`src/rtl/ucode_consts.svh`:
```
// widths of the microcode and Wishbone buses
// location and size of the test block

`ifndef UCODE_CONSTS_SVH
`define UCODE_CONSTS_SVH

// microcode address and branch target field
`define UC_ADDR_W 8
`define UC_NEXT_W 6

// wishbone word address and data
`define BUS_ADDR_W 22
`define BUS_DATA_W 32

// test block
`define BLOCK_BASE 22'h11000
`define BLOCK_LEN 64

`endif
```
`src/rtl/ucode_pkg.sv`:
```
// microcode opcodes, register selects and the microword layout

`include "ucode_consts.svh"

package ucode_pkg;

   typedef enum logic [3:0] {
      op_nop   = 4'd0,
      op_write = 4'd1,   // m[a] <= d
      op_read  = 4'd2,   // d <= m[a]
      op_add   = 4'd3,   // dst <= src + imm
      op_tst   = 4'd5,   // branch if (dst & src) == 0
      op_cmp   = 4'd6,   // branch if dst == src
      op_jmp   = 4'd7,
      op_done  = 4'd8,
      op_fault = 4'd15
   } uc_op_e;

   typedef enum logic [2:0] {
      reg_none = 3'd0,
      reg_a    = 3'd1,   // bus address
      reg_b    = 3'd2,   // word count
      reg_d    = 3'd4,   // data
      reg_imm  = 3'd5,
      reg_pat  = 3'd7    // pattern generator
   } uc_reg_e;

   typedef struct packed {
      uc_op_e                 op;
      uc_reg_e                dst;
      uc_reg_e                src;
      logic [`UC_NEXT_W-1:0]  next;
      logic [`BUS_DATA_W-1:0] imm;
   } uword_t;

endpackage

```
`src/rtl/ucode_if.sv`:
```
// uinst_if between fetch and execute
// bus_req_if between execute and the wishbone master

`include "ucode_consts.svh"

interface uinst_if;
   import ucode_pkg::*;

   uword_t                uword;
   logic [`UC_ADDR_W-1:0] upc;
   logic                  stall;
   logic                  redirect;
   logic [`UC_NEXT_W-1:0] target;

   modport fetch (output uword, output upc, input stall, input redirect, input target);
   modport exec (input uword, output stall, output redirect, output target);
endinterface

interface bus_req_if;
   logic                   req;
   logic                   we;
   logic [`BUS_ADDR_W-1:0] adr;
   logic [`BUS_DATA_W-1:0] wdat;
   logic                   ack_done;   // one cycle, rdat valid
   logic [`BUS_DATA_W-1:0] rdat;

   modport exec (output req, output we, output adr, output wdat, input ack_done, input rdat);
   modport master (input req, input we, input adr, input wdat, output ack_done, output rdat);
endinterface

```
`src/rtl/bus_tester_top.sv`:
```
// microcoded bus tester: fetch, execute and wishbone master
// with plain wishbone ports

`include "ucode_consts.svh"

module bus_tester_top (
   input  logic                   clk,
   input  logic                   reset,
   input  logic                   start,
   output logic                   done,
   output logic                   fault,
   output logic [`UC_ADDR_W-1:0]  pc,
   output logic                   wb_cyc,
   output logic                   wb_stb,
   output logic                   wb_we,
   output logic [`BUS_ADDR_W-1:0] wb_adr,
   output logic [`BUS_DATA_W-1:0] wb_dat_o,
   input  logic [`BUS_DATA_W-1:0] wb_dat_i,
   input  logic                   wb_ack
);

   uinst_if   uc ();
   bus_req_if bus ();

   assign pc = uc.upc;

   ucode_fetch u_fetch (
      .clk   (clk),
      .reset (reset),
      .start (start),
      .uc    (uc)
   );

   ucode_exec u_exec (
      .clk   (clk),
      .reset (reset),
      .start (start),
      .uc    (uc),
      .bus   (bus),
      .done  (done),
      .fault (fault)
   );

   wb_master u_wb (
      .clk      (clk),
      .reset    (reset),
      .bus      (bus),
      .wb_cyc   (wb_cyc),
      .wb_stb   (wb_stb),
      .wb_we    (wb_we),
      .wb_adr   (wb_adr),
      .wb_dat_o (wb_dat_o),
      .wb_dat_i (wb_dat_i),
      .wb_ack   (wb_ack)
   );

endmodule

```
`src/rtl/wb_master.sv`:
```
// wishbone classic master, one read or write cycle per request

`include "ucode_consts.svh"

module wb_master (
   input  logic                   clk,
   input  logic                   reset,
   bus_req_if.master              bus,
   output logic                   wb_cyc,
   output logic                   wb_stb,
   output logic                   wb_we,
   output logic [`BUS_ADDR_W-1:0] wb_adr,
   output logic [`BUS_DATA_W-1:0] wb_dat_o,
   input  logic [`BUS_DATA_W-1:0] wb_dat_i,
   input  logic                   wb_ack
);

   typedef enum logic {st_idle, st_cycle} state_e;

   state_e state;
   logic   ack_q;   // request still high from the finished cycle
   logic   we_q;
   logic   launch;

   assign launch = state == st_idle && bus.req && !ack_q;

   always_ff @(posedge clk)
   begin
      if (reset)
      begin
         state <= st_idle;
         ack_q <= 1'b0;
      end
      else
      begin
         ack_q <= bus.ack_done;
         case (state)
            st_idle:  if (launch) state <= st_cycle;
            st_cycle: if (wb_ack) state <= st_idle;
            default:  state <= st_idle;
         endcase
      end
   end

   always_ff @(posedge clk)
   begin
      if (launch)
      begin
         wb_adr <= bus.adr;
         wb_dat_o <= bus.wdat;
         we_q <= bus.we;
      end
   end

   assign wb_cyc = state == st_cycle;
   assign wb_stb = state == st_cycle;
   assign wb_we = wb_cyc & we_q;

   assign bus.ack_done = wb_cyc & wb_ack;
   assign bus.rdat = wb_dat_i;

   a_stable_while_wait: assert property (@(posedge clk) disable iff (reset)
      wb_stb && !wb_ack |=> wb_stb && $stable(wb_adr) && $stable(wb_we));
   a_stb_in_cyc: assert property (@(posedge clk) disable iff (reset) wb_stb |-> wb_cyc);

endmodule

```
`src/rtl/ucode_exec.sv`:
```
// execute stage: a, b and d registers, alu, pattern generator,
// branch and stall decision, done and fault flags

`include "ucode_consts.svh"

module ucode_exec (
   input  logic     clk,
   input  logic     reset,
   input  logic     start,
   uinst_if.exec    uc,
   bus_req_if.exec  bus,
   output logic     done,
   output logic     fault
);
   import ucode_pkg::*;

   uword_t                 uw;
   logic [`BUS_ADDR_W-1:0] a;
   logic [`BUS_DATA_W-1:0] b;
   logic [`BUS_DATA_W-1:0] d;
   logic [`BUS_DATA_W-1:0] pat;
   logic [`BUS_DATA_W-1:0] src;
   logic [`BUS_DATA_W-1:0] dst;
   logic [`BUS_DATA_W-1:0] sum;
   logic                   is_bus;
   logic                   bus_fin;   // ack seen while held by start
   logic                   halt;
   logic                   take;

   assign uw = uc.uword;
   assign pat = {4{a[7:0]}};
   assign sum = src + uw.imm;

   always_comb
   begin
      case (uw.src)
         reg_a:   src = {{(`BUS_DATA_W-`BUS_ADDR_W){1'b0}}, a};
         reg_b:   src = b;
         reg_d:   src = d;
         reg_imm: src = uw.imm;
         reg_pat: src = pat;
         default: src = '0;
      endcase
   end

   always_comb
   begin
      case (uw.dst)
         reg_a:   dst = {{(`BUS_DATA_W-`BUS_ADDR_W){1'b0}}, a};
         reg_b:   dst = b;
         reg_d:   dst = d;
         default: dst = '0;
      endcase
   end

   always_comb
   begin
      case (uw.op)
         op_tst:  take = ~|(dst & src);
         op_cmp:  take = dst == src;
         op_jmp:  take = 1'b1;
         default: take = 1'b0;
      endcase
   end

   assign is_bus = uw.op == op_write || uw.op == op_read;
   assign halt = done | fault | uw.op == op_done | uw.op == op_fault;

   assign uc.stall = ~start | (is_bus & ~bus.ack_done & ~bus_fin) | halt;
   assign uc.redirect = take & ~uc.stall;
   assign uc.target = uw.next;

   assign bus.req = is_bus & ~bus_fin;
   assign bus.we = uw.op == op_write;
   assign bus.adr = a;
   assign bus.wdat = d;

   always_ff @(posedge clk)
   begin
      if (reset)
      begin
         a <= '0;
         b <= '0;
      end
      else if (!uc.stall && uw.op == op_add)
         case (uw.dst)
            reg_a:   a <= sum[`BUS_ADDR_W-1:0];
            reg_b:   b <= sum;
            default: ;
         endcase
   end

   always_ff @(posedge clk)
   begin
      if (reset)
         d <= '0;
      else if (bus.ack_done && uw.op == op_read)
         d <= bus.rdat;
      else if (!uc.stall && uw.op == op_add && uw.dst == reg_d)
         d <= sum;
   end

   always_ff @(posedge clk)
   begin
      if (reset)
         bus_fin <= 1'b0;
      else if (!uc.stall)
         bus_fin <= 1'b0;
      else if (bus.ack_done)
         bus_fin <= 1'b1;
   end

   always_ff @(posedge clk)
   begin
      if (reset)
      begin
         done <= 1'b0;
         fault <= 1'b0;
      end
      else if (start)
      begin
         if (uw.op == op_done)
            done <= 1'b1;
         if (uw.op == op_fault)
            fault <= 1'b1;   // pc stays on the fault word
      end
   end

   // request held until the master reports completion
   a_req_until_ack: assert property (@(posedge clk) disable iff (reset)
      bus.req && !bus.ack_done |=> bus.req);

endmodule

```
`src/rtl/ucode_fetch.sv`:
```
// fetch stage: microcode address register, next address select
// and the microprogram rom

`include "ucode_consts.svh"

module ucode_fetch (
   input logic    clk,
   input logic    reset,
   input logic    start,
   uinst_if.fetch uc
);

   logic [`UC_ADDR_W-1:0] pc;
   logic [`UC_ADDR_W-1:0] npc;
   logic [`UC_ADDR_W-1:0] rom_addr;
   logic                  hold;

   assign hold = uc.stall | ~start;
   assign npc = uc.redirect ? {{(`UC_ADDR_W-`UC_NEXT_W){1'b0}}, uc.target} : pc + 1'b1;
   assign rom_addr = hold ? pc : npc;   // re-read current word while held

   always_ff @(posedge clk)
   begin
      if (reset)
         pc <= '1;   // first fetch after reset reads 0
      else if (!hold)
         pc <= npc;
   end

   assign uc.upc = pc;

   ucode_rom u_rom (
      .clk   (clk),
      .reset (reset),
      .addr  (rom_addr),
      .uword (uc.uword)
   );

   // execute must never branch out of a stalled word
   a_no_redirect_in_stall: assert property (@(posedge clk) disable iff (reset)
      !(uc.redirect && uc.stall));

endmodule

```
`src/rtl/ucode_rom.sv`:
```
// microprogram rom, one cycle from address to word
// fill pass, compare pass, done

`include "ucode_consts.svh"

module ucode_rom (
   input  logic                  clk,
   input  logic                  reset,
   input  logic [`UC_ADDR_W-1:0] addr,
   output ucode_pkg::uword_t     uword
);
   import ucode_pkg::*;

   function automatic uword_t uw(uc_op_e op, uc_reg_e dst, uc_reg_e src,
                                 logic [`UC_NEXT_W-1:0] nxt,
                                 logic [`BUS_DATA_W-1:0] imm);
      return '{op, dst, src, nxt, imm};
   endfunction

   always_ff @(posedge clk)
   begin
      if (reset)
         uword <= '0;   // nop
      else
         case (addr)
            // fill
            8'h00: uword <= uw(op_add, reg_a, reg_none, 6'h00, 32'(`BLOCK_BASE));
            8'h01: uword <= uw(op_add, reg_b, reg_none, 6'h00, 32'h0);
            8'h02: uword <= uw(op_add, reg_d, reg_pat, 6'h00, 32'h0);   // d = pat
            8'h03: uword <= uw(op_write, reg_none, reg_none, 6'h00, 32'h0);
            8'h04: uword <= uw(op_add, reg_a, reg_a, 6'h00, 32'h1);
            8'h05: uword <= uw(op_add, reg_b, reg_b, 6'h00, 32'h1);
            8'h06: uword <= uw(op_cmp, reg_b, reg_imm, 6'h08, 32'(`BLOCK_LEN));
            8'h07: uword <= uw(op_jmp, reg_none, reg_none, 6'h02, 32'h0);
            // compare
            8'h08: uword <= uw(op_add, reg_a, reg_none, 6'h00, 32'(`BLOCK_BASE));
            8'h09: uword <= uw(op_add, reg_b, reg_none, 6'h00, 32'h0);
            8'h0a: uword <= uw(op_read, reg_none, reg_none, 6'h00, 32'h0);
            8'h0b: uword <= uw(op_cmp, reg_d, reg_pat, 6'h0d, 32'h0);   // match skips fault
            8'h0c: uword <= uw(op_fault, reg_none, reg_none, 6'h00, 32'h0);
            8'h0d: uword <= uw(op_add, reg_a, reg_a, 6'h00, 32'h1);
            8'h0e: uword <= uw(op_add, reg_b, reg_b, 6'h00, 32'h1);
            8'h0f: uword <= uw(op_cmp, reg_b, reg_imm, 6'h11, 32'(`BLOCK_LEN));
            8'h10: uword <= uw(op_jmp, reg_none, reg_none, 6'h0a, 32'h0);
            8'h11: uword <= uw(op_done, reg_none, reg_none, 6'h00, 32'h0);
            default: uword <= uw(op_jmp, reg_none, reg_none, 6'h00, 32'h0);
         endcase
   end

endmodule

```
`config.mk`:
```
export PLATFORM = sky130hd
export DESIGN_NAME = bus_tester_top
export DESIGN_NICKNAME = d
export VERILOG_FILES = /design/src/rtl/ucode_pkg.sv /design/src/rtl/ucode_if.sv /design/src/rtl/bus_tester_top.sv /design/src/rtl/wb_master.sv /design/src/rtl/ucode_exec.sv /design/src/rtl/ucode_fetch.sv /design/src/rtl/ucode_rom.sv
export VERILOG_INCLUDE_DIRS = /design/src /design/src/rtl
export SDC_FILE = /design/constraint.sdc
export NUM_CORES = 1
export LEC_CHECK = 0
export BUFFER_PORTS_ARGS = -buffer_cell sky130_fd_sc_hd__buf_2
export CORE_AREA = 2 2 192 194
export DETAILED_ROUTE_END_ITERATION = 6
export DIE_AREA = 0 0 194 196
export GPL_TIMING_DRIVEN = 0
export PLACE_DENSITY = 0.43
export SYNTH_ARGS = -nofsm -noshare
export SYNTH_HDL_FRONTEND = slang
export SYNTH_SLANG_ARGS = --single-unit
```
`constraint.sdc`:
```
create_clock -name clk -period 7.5 [get_ports clk]
set_clock_uncertainty 0.1 [all_clocks]
set_input_delay 1.5 -clock clk [delete_from_list [all_inputs] [get_ports clk]]
set_output_delay 1.5 -clock clk [all_outputs]
set_load 0.05 [all_outputs]
```
==> impl_metrics.tcl, run 1 <==
set metrics [dict create \
    path_cells "buf_2 > buf_2 > buf_1 > buf_1 > nand3_1 > o211ai_1 > ha_1 > nor4_1 > nand4_1 > nor4_2 > nor3_1 > a311oi_2 > inv_2 > ha_1 > inv_1 > nor3_1 > a21oi_1 > nor3_1" \
    synth_cell_types 79 \
    design_area_um2 11030 \
    tightest_slew_ns 1.036 \
    drt-wirelength-per-cell_um 23.97 \
    fin_crit_ns 6.245 \
    seq_area_frac_synth 0.4319 \
    die_w_um 194 \
    synth-async-reset-ratio 0 \
    dr_total_vias 8734 \
    power_density_nw_per_um2 324.9 \
    stdcell_count 1618 \
    hold_viol 0 \
    cts_buffers 17 \
    yosys_warnings 0 \
    coreArea_um2 36080 \
    slowest_delay_ns 0.65 \
    grt_usage 0.2041 \
    drc 4 \
    syn_area_um2 9248 \
    fin_util 0.3056 \
    initial_core_util 0.2563 \
    die_h_um 196 \
    numPortBuffers 101 \
    clock_latency_ns 0.46 \
    worst-setup-path-type "register to register" \
    rows 70 \
    drive_gt1_frac 0.1591 \
    cts.sink_count 172 \
    cts_resized 0 \
    hpwlAfterDp_mm 28.87 \
    dr.pass1.iters 7 \
    worst-path-max-fanout 10 \
    crit_required_ns 7.72 \
    cp_top_family "buffers and inverters" \
    setup_viol 0 \
    wl_mm 38.79 \
    dp_slack_ns 1.339 \
    vias_per_cell 5.398 \
    synth_edf_count 55 \
    fmax_ghz 0.1601 \
    cts_setup_buffers 0 \
    cp_slowest_cell "nor4_2" \
    setup_slack_ns 1.255 \
    drtIter0Drc 638 \
    fp.dieArea_um2 38020 \
    netlist_instances 1011 \
    antenna_found_initial 0 \
    fin_nets 1216 \
    fin_crit_sh 0.8326 \
    grt_max_degree 17 \
    ir_drop_v 0.0002351 \
    synth_compound_area_frac 0.2197 \
    min_path_type "register to register" \
    grt-ovfl-total 0 \
    clk_pin_slew_worst_paths_ns 0.07 \
    antenna_left 0 \
    status "complete, but fails checks" \
    synthAdderAreaFrac 0.05818 \
    clk_path_buf_depth 2 \
    synth.mux.area_fraction 0.01231 \
    drv_cap 0 \
    worstPathArrival_ns 6.47 \
    slew_headroom 0.3091 \
    syn_nets 1090 \
    area.growth.synth_to_final_pct 19.25 \
    synth_flop_cell "dfxtp_1" \
    final_max_slew_viol_count 0 \
    synth-simple-area-share 0.2046 \
    grt_pass1_wl_mm 57.17 \
    io-pin-count 103 \
    cellLeakagePower_nw 4.111 \
    cts_tree "done" \
    diodes 0 \
    place_area_um2 10410 \
    tns_ns 0 \
    grt_pass1_vias 8622 \
    cp-end-kind "register" \
    avgSynthCellArea_um2 9.147 \
    ys_ff_latch 172 \
    holdBufCountCts 0 \
    crit_top_cell "nor3_1" \
    violations "DRC" \
    synth_top_family_by_area "compound AO/OA/AOI/OAI gates" \
    gp_congestion 0.9137 \
    nFillCells 3865 \
    cts_root_buffer "clkbuf_16" \
    h-tree-depth 4 \
    grt_setup_unrepaired "no" \
    place_inst 1586 \
    critPathLaunchType "register" \
    path_buf_inv 6 \
    synth_xor_area_frac 0.03017 \
]
-- worst paths after layout --
kind,start,to,slack (ns),cells after the start
worst max-delay path,u_fetch.u_rom.uword[39]$_SDFF_PP0_,u_fetch.u_rom.uword[6]$_SDFF_PP0_,1.26,18
worst min-delay path,u_exec.b[22]$_SDFFE_PP0P_,u_exec.b[22]$_SDFFE_PP0P_,0.38,2
worst max register to register,u_fetch.u_rom.uword[39]$_SDFF_PP0_,u_fetch.u_rom.uword[6]$_SDFF_PP0_,1.26,18
worst min register to register,u_exec.b[22]$_SDFFE_PP0P_,u_exec.b[22]$_SDFFE_PP0P_,0.38,2
-- placed cells by master (no fill, tap or decap), drive strengths merged, types with 7 or more instances in the layout --
cell type and n:
nand3 29, clkbuf 64, nor4 31, inv 30, dfxtp 117, ha 43, and2 18, a22oi 59
or2 8, o22ai 19, a31oi 7, nand4 9, mux2i 8, buf 130, nor2b 14, nand2 103
a22o 11, edfxtp 55, nor2 78, nand3b 7, o21ai 39, nor3 27, a211oi 35, a21oi 51
xnor2 26, and3 15, nor3b 7, a221oi 18
-- sequential cells by signal, summed over array words and instances, names as in the netlist --
signal / cells
u_exec.b: 32
u_exec.bus.wdat: 32
u_wb.wb_dat_o: 32
u_exec.bus.adr: 22
u_wb.wb_adr: 22
u_fetch.u_rom.uword: 18
u_fetch.uc.upc: 8
u_exec.bus_fin: 1
u_exec.done: 1
u_exec.fault: 1
u_wb.ack_q: 1
u_wb.wb_cyc: 1
u_wb.we_q: 1
-- cell families after synthesis --
group / after synthesis
adders and majority gates: 43
DFF: 172
AOI/OAI and AO/OA: 291
xor gates and xnor gates: 31
buffers and inverters: 94
muxes: 10
and+or+nand+nor: 370
-- through the flow --
| stage | total power, mW | hold slack (ns) |
|---|---|---|
| 3_3_place_gp | 2.649 | 0.3624 |
| 3_5_place_dp | 2.650 | 0.3627 |
| 5_1_grt | 3.762 | 0.3926 |
| 6_report | 3.583 | 0.3757 |
| 2_1_floorplan | 2.256 | 0.3448 |
| 4_1_cts | 3.604 | 0.3717 |
-- Yosys cell counts (15+ instances only) --
master / n / area, um^2
a211oi_1: 34 / 255.2
a21oi_1: 51 / 255.2
a221oi_1: 18 / 157.7
a22oi_1: 59 / 442.9
and2_1: 17 / 106.4
and3_1: 15 / 93.84
clkbuf_1: 46 / 172.7
dfxtp_1: 117 / 2342
edfxtp_1: 55 / 1652
ha_1: 43 / 538.0
inv_1: 24 / 90.09
nand2_1: 103 / 386.6
nand3_1: 29 / 145.1
nor2_1: 77 / 289.0
nor3_1: 25 / 125.1
nor4_1: 29 / 181.4
o21ai_0: 35 / 175.2
o22ai_1: 19 / 118.9
xnor2_1: 25 / 219.0
-- final cells by class --
class                   count  area (um^2)  share of cell area
inverters                  25        93.84            0.008509
multi-input cells         745         4866              0.4412
plain buffers              69        305.3             0.02768
repair buffers            107        569.3             0.05162
flip-flops and latches    172         3994              0.3622
clock buffers              18        429.2             0.03892
well taps                 468        585.6             0.05310
clock inverters            14        185.2             0.01679
-- report_power, final --
part	switching (mW)	total, mW	internal (mW)	leakage, nW
logic	1.06	1.42	0.361	2.35
clock network	0.422	0.954	0.532	0.295
registers	0.0744	1.21	1.14	1.47
total	1.55	3.58	2.03	4.11
-- routing by layer --
| metal | track usage | vias up | share of wire |
|---|---|---|---|
| li1 | - | 4065 | - |
| met1 | 0.2671 | 4285 | 0.44 |
| met2 | 0.3314 | 328 | 0.47 |
| met3 | 0.04246 | 56 | 0.059 |
| met4 | 0.07660 | 0 | 0.028 |
| met5 | 0 | - | 0 |
-- worst register-to-register path, delay by kind of cell, from the launching register on --
kind,cells,cell delay (ns)
DFF,1,0.49
and+or+nand+nor,7,1.91
AOI/OAI and AO/OA,3,0.97
buffers and inverters,6,2.05
adders and majority gates,2,0.57
Note: power is estimated with default switching activity, not from simulation.
==> inputs of run 2 (changes only) <==
==> constraint.sdc (replaced) <==
create_clock -name clk -period 5.8 [get_ports clk]
set_clock_uncertainty 0.1 [all_clocks]
set_input_delay 1.16 -clock clk [delete_from_list [all_inputs] [get_ports clk]]
set_output_delay 1.16 -clock clk [all_outputs]
set_load 0.05 [all_outputs]
==> impl_metrics.tcl, run 2 (same netlist as run 1, synthesis figures left out) <==
set metrics [dict create \
    hold_viol 0 \
    area.growth.synth_to_final_pct 19.94 \
    worstPathArrival_ns 5.61 \
    cts_root_buffer "clkbuf_16" \
    fin_crit_sh 0.9267 \
    grt_pass1_vias 8642 \
    die_h_um 196 \
    io-pin-count 103 \
    final_common_cell "dfxtp_1" \
    diodes 0 \
    drt-wirelength-per-cell_um 23.93 \
    vias_per_cell 5.427 \
    power_density_nw_per_um2 419.7 \
    hold_ws_ns 0.3774 \
    dr_total_vias 8786 \
    grt_pass1_wl_mm 57.13 \
    tightest_slew_ns 1.027 \
    coreArea_um2 36080 \
    cellLeakagePower_nw 4.141 \
    cts_buffers 17 \
    r2r_setup_slack_ns 0.43 \
    ir_drop_v 0.0003045 \
    clock_latency_ns 0.46 \
    min_path_type "register to register" \
    initial_core_util 0.2563 \
    grt-ovfl-total 0 \
    final_max_slew_viol_count 0 \
    antenna_left 0 \
    setup_viol 0 \
    power_mw 4.656 \
    fin_nets 1217 \
    clk_pin_slew_worst_paths_ns 0.07 \
    slew_headroom 0.3156 \
    hpwlAfterDp_mm 28.87 \
    antenna_found_initial 1 \
    drc 0 \
    grt_usage 0.2038 \
    grt_setup_unrepaired "no" \
    numPortBuffers 101 \
    nFillCells 3860 \
    design_area_um2 11090 \
    gp_congestion 0.9137 \
    fmax_ghz 0.1861 \
    cts.sink_count 172 \
    drv_cap 0 \
    h-tree-depth 4 \
    fin_util 0.3074 \
    grt_max_degree 20 \
    rows 70 \
    cp-end-kind "register" \
    crit_required_ns 6.03 \
    drtIter0Drc 738 \
    fin_crit_ns 5.375 \
    worst-path-max-fanout 10 \
    dr.pass1.iters 6 \
    die_w_um 194 \
    drive_gt1_frac 0.1659 \
    path_cells "buf_4 > nor2_2 > buf_2 > buf_2 > a21oi_1 > a21oi_1 > ha_1 > nor4_4 > o211ai_1 > nor4_4 > nor3_1 > a311oi_2 > ha_1 > o211ai_1 > a31oi_1 > o31ai_1" \
    final_cell_mix "dfxtp_1 (117), buf_2 (111), nand2_1 (103), nor2_1 (77), a22oi_1 (59)" \
    cp_slowest_cell "a311oi_2" \
    slowest_delay_ns 0.57 \
    place_area_um2 10410 \
    fp.dieArea_um2 38020 \
    cts_tree "done" \
    critPathLaunchType "register" \
    wl_mm 38.74 \
    worst-setup-path-type "register to register" \
    status "finished clean" \
    clk_path_buf_depth 2 \
]
run 2: changes by cell type in the layout (fill, tap and decap cells not counted), sizes merged:
cell	change
clkbuf	+2
buf	-1
run 2: final cells by class:
class                      count  area, um^2  share of cell area
clock inverter                14       185.2             0.01669
timing repair buffer         109       584.3             0.05268
inverter                      25       93.84            0.008460
clock buffer                  18       429.2             0.03869
buffer                        68       306.5             0.02764
sequential                   172        3994              0.3601
multi-input combinational    745        4913              0.4430
tap                          468       585.6             0.05279
run 2: what timing repair did:
item | CTS | global route
endpoints found under the setup margin | 16 | 13
pin swaps | 0 | 1
buffers inserted | 0 | 2
resized for setup | 3 | 7
hold buffers | 0 | 0
run 2: stage by stage:
stage          setup TNS (ns)  cells  setup WS (ns)
3_5_place_dp           -3.368   1586        -0.3607
4_1_cts                     0   1617        0.05869
6_report                    0   1619         0.4252
3_3_place_gp          -114.24   1580         -1.978
5_1_grt                     0   1619        0.09368
2_1_floorplan               0   1011         0.4731
run 2: final timing paths:
check,start,to,cells after the start
hold reg to reg,u_exec.b[22]$_SDFFE_PP0P_,u_exec.b[22]$_SDFFE_PP0P_,2
hold / removal,u_exec.b[22]$_SDFFE_PP0P_,u_exec.b[22]$_SDFFE_PP0P_,2
setup reg to reg,u_fetch.u_rom.uword[40]$_SDFF_PP0_,u_fetch.u_rom.uword[46]$_SDFF_PP0_,16
setup / recovery,u_fetch.u_rom.uword[40]$_SDFF_PP0_,u_fetch.u_rom.uword[46]$_SDFF_PP0_,16
run 2: routing by layer:
metal	global-route usage	up-vias	routed length, um	part of all wire
met1	0.2664	4317	17350	0.45
met2	0.3324	330	18090	0.47
li1	-	4071	-	-
met4	0.07407	2	1117	0.029
met3	0.04246	66	2173	0.056
met5	0	-	13	0.00034
run 2: report_power, final:
| part | total (mW) | switching, mW | internal, mW |
|---|---|---|---|
| sequential | 1.56 | 0.0961 | 1.47 |
| combinational | 1.86 | 1.38 | 0.483 |
| clock | 1.23 | 0.543 | 0.688 |
| total | 4.66 | 2.02 | 2.64 |
run 2: worst max-delay path, delay by kind of cell (launching register included):
family          cells  cell delay (ns)
flops               1             0.33
compound gates      7             1.78
fa+ha+maj           2             0.71
simple gates        4             1.41
buf+inv             3             0.90
